`config.mk`:
```
export PLATFORM = sky130hd
export DESIGN_NAME = uart_link
export DESIGN_NICKNAME = d
export VERILOG_FILES = /design/src/uart_pkg.sv /design/src/uart_link.sv /design/src/read_checker.sv /design/src/uart_rx.sv /design/src/uart_tx.sv /design/src/cmd_sequencer.sv
export SDC_FILE = /design/constraint.sdc
export NUM_CORES = 1
export LEC_CHECK = 0
export ABC_CLOCK_PERIOD_IN_PS = 2800
export BUFFER_PORTS_ARGS = -buffer_cell sky130_fd_sc_hd__buf_4
export CORE_ASPECT_RATIO = 1.5
export CORE_MARGIN = 8
export CORE_UTILIZATION = 47
export DETAILED_ROUTE_END_ITERATION = 10
export PLACE_DENSITY_LB_ADDON = 0.15
export SLEW_MARGIN = 20
export SYNTH_ARGS = -nofsm -noshare
export SYNTH_HDL_FRONTEND = slang
export SYNTH_HIERARCHICAL = 1
export SYNTH_SLANG_ARGS = --single-unit
```
`constraint.sdc`:
```
create_clock -name clk -period 2.8 [get_ports clk]
set_input_delay 0.14 -clock clk [delete_from_list [all_inputs] [get_ports clk]]
set_output_delay 0.14 -clock clk [all_outputs]
set_load 0.05 [all_outputs]
```
`src/uart_pkg.sv`:
```
`default_nettype none

package uart_pkg;

  // bit timing, kept short for simulation
  localparam int clks_per_bit = 8;
  localparam int frame_bits = 11;
  localparam int cmd_width = 16;
  localparam int cnt_width = $clog2(clks_per_bit);

  typedef logic [cnt_width-1:0] cnt_t;

  localparam cnt_t bit_last = cnt_t'(clks_per_bit - 1);
  localparam cnt_t half_last = cnt_t'(clks_per_bit / 2 - 1);

  typedef logic [7:0] byte_t;

  typedef enum logic [2:0] {
    tx_idle,
    tx_start,
    tx_data,
    tx_parity,
    tx_stop
  } tx_state_e;

  typedef enum logic [2:0] {
    rx_idle,
    rx_start,
    rx_data,
    rx_parity,
    rx_stop
  } rx_state_e;

  typedef enum logic [1:0] {
    seq_idle,
    seq_high,
    seq_low
  } seq_state_e;

  typedef struct packed {
    byte_t data;
    logic  parity;
    logic  stop;
  } rx_frame_t;

  // maps straight onto read_data
  typedef struct packed {
    logic  error;
    byte_t data;
  } read_word_t;

endpackage

`default_nettype wire
```
`src/uart_link.sv`:
```
`timescale 1ns/1ps
`default_nettype none

module uart_link (
  input  wire logic                           clk,
  input  wire logic                           rst_n,
  input  wire logic [uart_pkg::cmd_width-1:0] cmd_in,
  input  wire logic                           cmd_vld,
  input  wire logic                           rx,
  output logic                                tx,
  output logic                                cmd_rdy,
  output logic [8:0]                          read_data,
  output logic                                read_rdy
);

  logic                tx_load;
  uart_pkg::byte_t     tx_byte;
  logic                tx_busy;
  uart_pkg::rx_frame_t frame;
  logic                frame_vld;

  cmd_sequencer u_seq (
    .clk     (clk),
    .rst_n   (rst_n),
    .cmd_in  (cmd_in),
    .cmd_vld (cmd_vld),
    .tx_busy (tx_busy),
    .cmd_rdy (cmd_rdy),
    .tx_load (tx_load),
    .tx_byte (tx_byte)
  );

  uart_tx u_tx (
    .clk     (clk),
    .rst_n   (rst_n),
    .tx_load (tx_load),
    .tx_byte (tx_byte),
    .tx      (tx),
    .tx_busy (tx_busy)
  );

  uart_rx u_rx (
    .clk       (clk),
    .rst_n     (rst_n),
    .rx        (rx),
    .frame     (frame),
    .frame_vld (frame_vld)
  );

  read_checker u_chk (
    .clk       (clk),
    .rst_n     (rst_n),
    .frame     (frame),
    .frame_vld (frame_vld),
    .read_data (read_data),
    .read_rdy  (read_rdy)
  );

endmodule

`default_nettype wire

```
`src/read_checker.sv`:
```
`timescale 1ns/1ps
`default_nettype none

module read_checker (
  input  wire logic                clk,
  input  wire logic                rst_n,
  input  wire uart_pkg::rx_frame_t frame,
  input  wire logic                frame_vld,
  output uart_pkg::read_word_t     read_data,
  output logic                     read_rdy
);

  logic bad;

  // odd parity over data and parity bit, stop must be high
  assign bad = ~(^{frame.data, frame.parity}) | ~frame.stop;

  always_ff @(posedge clk or negedge rst_n) begin
    if (!rst_n) begin
      read_rdy <= 1'b0;
    end else begin
      read_rdy <= frame_vld;
    end
  end

  // held until the next frame
  always_ff @(posedge clk) begin
    if (frame_vld) begin
      read_data.error <= bad;
      read_data.data  <= frame.data;
    end
  end

endmodule

`default_nettype wire

```
`src/uart_rx.sv`:
```
`timescale 1ns/1ps
`default_nettype none

module uart_rx (
  input  wire logic           clk,
  input  wire logic           rst_n,
  input  wire logic           rx,
  output uart_pkg::rx_frame_t frame,
  output logic                frame_vld
);

  uart_pkg::rx_state_e             state;
  uart_pkg::cnt_t                  bit_cnt;
  logic [2:0]                      bit_idx;
  logic                            rx_meta;
  logic                            rx_sync;
  logic                            rx_prev;
  logic [uart_pkg::frame_bits-2:0] shreg;
  logic                            sample;

  // two-flop sync, third flop for the edge
  always_ff @(posedge clk or negedge rst_n) begin
    if (!rst_n) begin
      rx_meta <= 1'b1;
      rx_sync <= 1'b1;
      rx_prev <= 1'b1;
    end else begin
      rx_meta <= rx;
      rx_sync <= rx_meta;
      rx_prev <= rx_sync;
    end
  end

  assign sample = (bit_cnt == uart_pkg::bit_last);

  always_ff @(posedge clk or negedge rst_n) begin
    if (!rst_n) begin
      state     <= uart_pkg::rx_idle;
      bit_cnt   <= '0;
      bit_idx   <= '0;
      frame_vld <= 1'b0;
    end else begin
      frame_vld <= 1'b0;
      bit_cnt   <= sample ? '0 : bit_cnt + 1'b1;
      case (state)
        uart_pkg::rx_idle: begin
          bit_cnt <= '0;
          bit_idx <= '0;
          if (rx_prev & ~rx_sync) begin
            state <= uart_pkg::rx_start;
          end
        end
        uart_pkg::rx_start: begin
          // half a bit in, the line must still be low
          if (bit_cnt == uart_pkg::half_last) begin
            bit_cnt <= '0;
            state   <= rx_sync ? uart_pkg::rx_idle : uart_pkg::rx_data;
          end
        end
        uart_pkg::rx_data: begin
          if (sample) begin
            bit_idx <= bit_idx + 3'd1;
            if (bit_idx == 3'd7) begin
              state <= uart_pkg::rx_parity;
            end
          end
        end
        uart_pkg::rx_parity: begin
          if (sample) begin
            state <= uart_pkg::rx_stop;
          end
        end
        uart_pkg::rx_stop: begin
          if (sample) begin
            state     <= uart_pkg::rx_idle;
            frame_vld <= 1'b1;
          end
        end
        default: state <= uart_pkg::rx_idle;
      endcase
    end
  end

  // data, parity, stop arrive lsb first
  always_ff @(posedge clk) begin
    if (sample && (state inside {uart_pkg::rx_data, uart_pkg::rx_parity,
                                 uart_pkg::rx_stop})) begin
      shreg <= {rx_sync, shreg[uart_pkg::frame_bits-2:1]};
    end
  end

  always_comb begin
    frame.data   = shreg[7:0];
    frame.parity = shreg[8];
    frame.stop   = shreg[uart_pkg::frame_bits-2];
  end

endmodule

`default_nettype wire

```
`src/uart_tx.sv`:
```
`timescale 1ns/1ps
`default_nettype none

module uart_tx (
  input  wire logic            clk,
  input  wire logic            rst_n,
  input  wire logic            tx_load,
  input  wire uart_pkg::byte_t tx_byte,
  output logic                 tx,
  output logic                 tx_busy
);

  uart_pkg::tx_state_e              state;
  uart_pkg::cnt_t                   bit_cnt;
  logic [2:0]                       bit_idx;
  logic [uart_pkg::frame_bits-1:0]  frame_q;
  logic                             bit_end;

  assign bit_end = (bit_cnt == uart_pkg::bit_last);

  // line idles high, ones shift in behind the frame
  assign tx = frame_q[0];
  assign tx_busy = (state != uart_pkg::tx_idle);

  always_ff @(posedge clk or negedge rst_n) begin
    if (!rst_n) begin
      state   <= uart_pkg::tx_idle;
      bit_cnt <= '0;
      bit_idx <= '0;
      frame_q <= '1;
    end else if (state == uart_pkg::tx_idle) begin
      bit_cnt <= '0;
      bit_idx <= '0;
      if (tx_load) begin
        // stop, odd parity, data, start
        frame_q <= {1'b1, ~^tx_byte, tx_byte, 1'b0};
        state   <= uart_pkg::tx_start;
      end
    end else begin
      bit_cnt <= bit_end ? '0 : bit_cnt + 1'b1;
      if (bit_end) begin
        frame_q <= {1'b1, frame_q[uart_pkg::frame_bits-1:1]};
        case (state)
          uart_pkg::tx_start: begin
            state <= uart_pkg::tx_data;
          end
          uart_pkg::tx_data: begin
            bit_idx <= bit_idx + 3'd1;
            if (bit_idx == 3'd7) begin
              state <= uart_pkg::tx_parity;
            end
          end
          uart_pkg::tx_parity: begin
            state <= uart_pkg::tx_stop;
          end
          uart_pkg::tx_stop: begin
            state <= uart_pkg::tx_idle;
          end
          default: state <= uart_pkg::tx_idle;
        endcase
      end
    end
  end

endmodule

`default_nettype wire

```
`src/cmd_sequencer.sv`:
```
`timescale 1ns/1ps
`default_nettype none

module cmd_sequencer (
  input  wire logic                           clk,
  input  wire logic                           rst_n,
  input  wire logic [uart_pkg::cmd_width-1:0] cmd_in,
  input  wire logic                           cmd_vld,
  input  wire logic                           tx_busy,
  output logic                                cmd_rdy,
  output logic                                tx_load,
  output uart_pkg::byte_t                     tx_byte
);

  uart_pkg::seq_state_e           state;
  logic [uart_pkg::cmd_width-1:0] cmd_q;
  logic                           busy_q;
  logic                           busy_fall;
  logic                           accept;
  logic                           load_now;

  // a frame has just finished
  assign busy_fall = busy_q & ~tx_busy;

  // ready again in the very cycle the low frame completes
  assign cmd_rdy = (state == uart_pkg::seq_idle) |
                   ((state == uart_pkg::seq_low) & busy_fall);
  assign accept = cmd_vld & cmd_rdy;

  // high byte on entry, low byte as the high frame ends
  assign load_now = (state == uart_pkg::seq_high) & ~tx_busy & ~tx_load;

  always_ff @(posedge clk or negedge rst_n) begin
    if (!rst_n) begin
      state  <= uart_pkg::seq_idle;
      busy_q <= 1'b0;
    end else begin
      busy_q <= tx_busy;
      if (accept) begin
        state <= uart_pkg::seq_high;
      end else begin
        case (state)
          uart_pkg::seq_high: begin
            if (busy_fall) begin
              state <= uart_pkg::seq_low;
            end
          end
          uart_pkg::seq_low: begin
            if (busy_fall) begin
              state <= uart_pkg::seq_idle;
            end
          end
          default: state <= uart_pkg::seq_idle;
        endcase
      end
    end
  end

  always_ff @(posedge clk or negedge rst_n) begin
    if (!rst_n) begin
      tx_load <= 1'b0;
    end else begin
      tx_load <= load_now;
    end
  end

  always_ff @(posedge clk) begin
    if (accept) begin
      cmd_q <= cmd_in;
    end
    if (load_now) begin
      tx_byte <= busy_fall ? cmd_q[7:0] : cmd_q[uart_pkg::cmd_width-1 -: 8];
    end
  end

endmodule

`default_nettype wire

```
==> metrics.csv <==
metric;value;unit
outcome;complete, no violations;
synth_ff_type;edfxtp_1;
core_area;7130;um^2
grt_pass1_wl;8960;um
ant_nets;0;
crit_arrival;2.00;ns
fp-row-count;38;
drv_cap;0;
yosysTopAreaCellShare;0.380;
endpoint_kind;primary output;
avgViaCountPerCell;5.12;
cts.sinks;80;
startpoint_type;flop;
clock_path_buffers;2;
ios;32;
max_freq;468;MHz
layout.filler_cells;588;
drcViolationCount;0;
syn_avg_cell_area;15.1;um^2
initial_utilization;0.477;
ys_ff_latch;80;
syn2layout_area_growth;19.3;%
clockRootBuffer;clkbuf_8;
first_pass_iters;4;
finalSetupTns;0;ns
grt_pass1_vias;1957;
cts_resized;0;
place_congestion;0.725;
clock_latency;0.35;ns
drive_gt1_frac;0.292;
synthTopCellsByArea;edfxtp_1, dfrtp_1, dfstp_2, ha_1, mux2_4;
critical_path_required;2.66;ns
slew_viol_final;0;
yosysUniqueCellTypes;50;
cts-buffers-inserted;9;
syn-cell-area;3400;um^2
fin_util;0.569;
die-area;10300;um^2
rsz0062_at_grt;false;
hold_viol;0;
worst-path-max-fanout;13;
hold-worst-slack;0.0837;ns
synthCells;225;
fin_skew;0.00967;ns
synth_top_cells_by_count;edfxtp_1, dfrtp_1, inv_1, dfstp_2;
overflow;0;
wl;5000;um
fp.dieW;85.5;um
slowest_delay;0.50;ns
timing.final.crit_share;0.764;
dpl.hpwl;3290;um
slowest_stage;dfrtp_1;
synth_area_leader_cell;edfxtp_1;
n_antenna_cell;0;
fin_crit;2.14;ns
ys_seq_area_frac;0.657;
antenna_found_initial;0;
yosysMostFrequentCell;edfxtp_1;
relSlewSlack;0.617;
peakVddDrop;0.741;mV
h-tree-depth;3;
async_reset_ff_frac;0.463;
fp.dieH;120;um
grt_start_max_net_pins;38;
wl_per_cell;13.7;um
crit_chain;nor3_4 -> inv_2 -> nand2b_4 -> a21oi_1 -> buf_4;
path_clk_slew;0.08;ns
nets;310;
synth-edff-count;43;
syn-num-nets;256;
cts_tree;yes;
yosys_warnings;6;
drt_iter0_drc;54;
num_vias;1863;
p_per_area;917;nW/um^2
setup_viol;0;
crit_type;flop to primary output;
portBuffers;31;
hp-class;input pin to flop;
p_leak;0.00172;uW
worst_pin_slew;0.574;ns
grt_use_total;0.111;
layout by cell type, fill, tap and decap left out, types with 2 or more instances in the layout:
cell type and n:
a211oi_2 2, a21oi_1 11, a22o_1 3, a32o_1 2, and2_1 3, and2b_1 2, buf_4 33, bufinv_16 2
clkbuf_8 9, clkinv_2 3, dfrtp_1 24, dfstp_2 13, dlygate4sd3_1 18, edfxtp_1 43, ha_1 11, inv_1 16
mux2_4 9, mux2i_1 3, nand2_1 9, nand3_1 4, nand4_1 2, nor2_1 6, nor3_1 3, o21ai_0 5
o22ai_1 9, o31ai_1 2, or2_1 2, xnor2_1 7, xnor3_1 2, xor2_1 3
worst max-delay path: cells and delay by family (launching register included):
kind / cells / cell delay [ns]
and+or+nand+nor: 2 / 0.57
buffers and inverters: 2 / 0.37
AOI/OAI and AO/OA: 1 / 0.21
DFF: 1 / 0.50
per-layer routing:
metal / routed length (um) / global-route usage / vias to the layer above / part of all wire
met5: 0 / 0 / - / 0
met4: 128 / 0.0694 / 0 / 0.026
met3: 283 / 0.0414 / 13 / 0.057
met2: 2510 / 0.183 / 42 / 0.50
met1: 2080 / 0.118 / 891 / 0.42
li1: - / - / 917 / -
flip-flops by register name, summed over array words and instances, names as in the netlist:
name / count
u_rx/frame_vld: 1
u_seq/tx_load: 1
u_tx/state: 3
u_tx/bit_idx: 3
u_tx/bit_cnt: 3
u_rx/shreg: 10
u_seq/state: 2
u_seq/busy_q: 1
u_rx/rx_sync: 1
u_rx/bit_cnt: 3
u_rx/rx_prev: 1
u_seq/tx_byte: 8
u_chk/read_rdy: 1
u_seq/cmd_q: 16
u_chk/read_data: 9
u_tx/frame_q: 10
u_rx/rx_meta: 1
u_rx/state: 3
u_rx/bit_idx: 3
metrics by stage:
stage	setup WS (ns)	cell area, um^2	total power (uW)	cells
floorplan	0.00991	3400	2680	225
global placement	0.757	3670	2830	330
detailed placement	0.720	3670	2850	330
CTS	0.632	4060	3770	364
global route	0.502	4060	3970	364
finish	0.662	4060	3720	364
kinds of logic after synthesis:
logic type | synth area share
multiplexers | 0.0519
AO/OA/AOI/OAI | 0.0802
adder cells (fa/ha/maj) | 0.0405
buffers and inverters | 0.0430
XOR/XNOR | 0.0390
AND/OR/NAND/NOR | 0.0887
flip-flops | 0.657
where the power goes:
group / switching [uW] / internal, uW / leakage (uW)
clock: 390 / 494 / 0.000106
combinational: 484 / 503 / 0.000771
sequential: 240 / 1610 / 0.000839
repair_timing:
action                                 CTS  global route
setup buffers                            0             0
hold buffers                            18             0
endpoints found under the hold margin   41             0
worst paths after layout:
path                               start              end  slack [ns]  depth (start not counted)
max in group asynchronous          rst_n  u_tx/frame_q[9]        2.14                          2
setup reg to reg           u_tx/state[1]   u_seq/cmd_q[5]        0.70                          6
hold reg to reg             u_rx/rx_meta     u_rx/rx_sync        0.36                          0
setup / recovery           u_tx/state[1]          cmd_rdy        0.66                          5
min in group asynchronous          rst_n  u_tx/bit_cnt[2]        0.29                          2
hold / removal                   cmd_vld   u_seq/state[0]        0.08                          3
cell type report:
| type | instances | area (um^2) | area share |
|---|---|---|---|
| Sequential cell | 80 | 2230 | 0.551 |
| Multi-Input combinational cell | 120 | 1020 | 0.252 |
| Timing Repair Buffer | 51 | 428 | 0.105 |
| Clock buffer | 9 | 124 | 0.0305 |
| Tap cell | 80 | 100 | 0.0247 |
| Clock inverter | 7 | 86.3 | 0.0213 |
| Inverter | 17 | 63.8 | 0.0157 |
No activity file was read; power rests on OpenSTA's default activity.
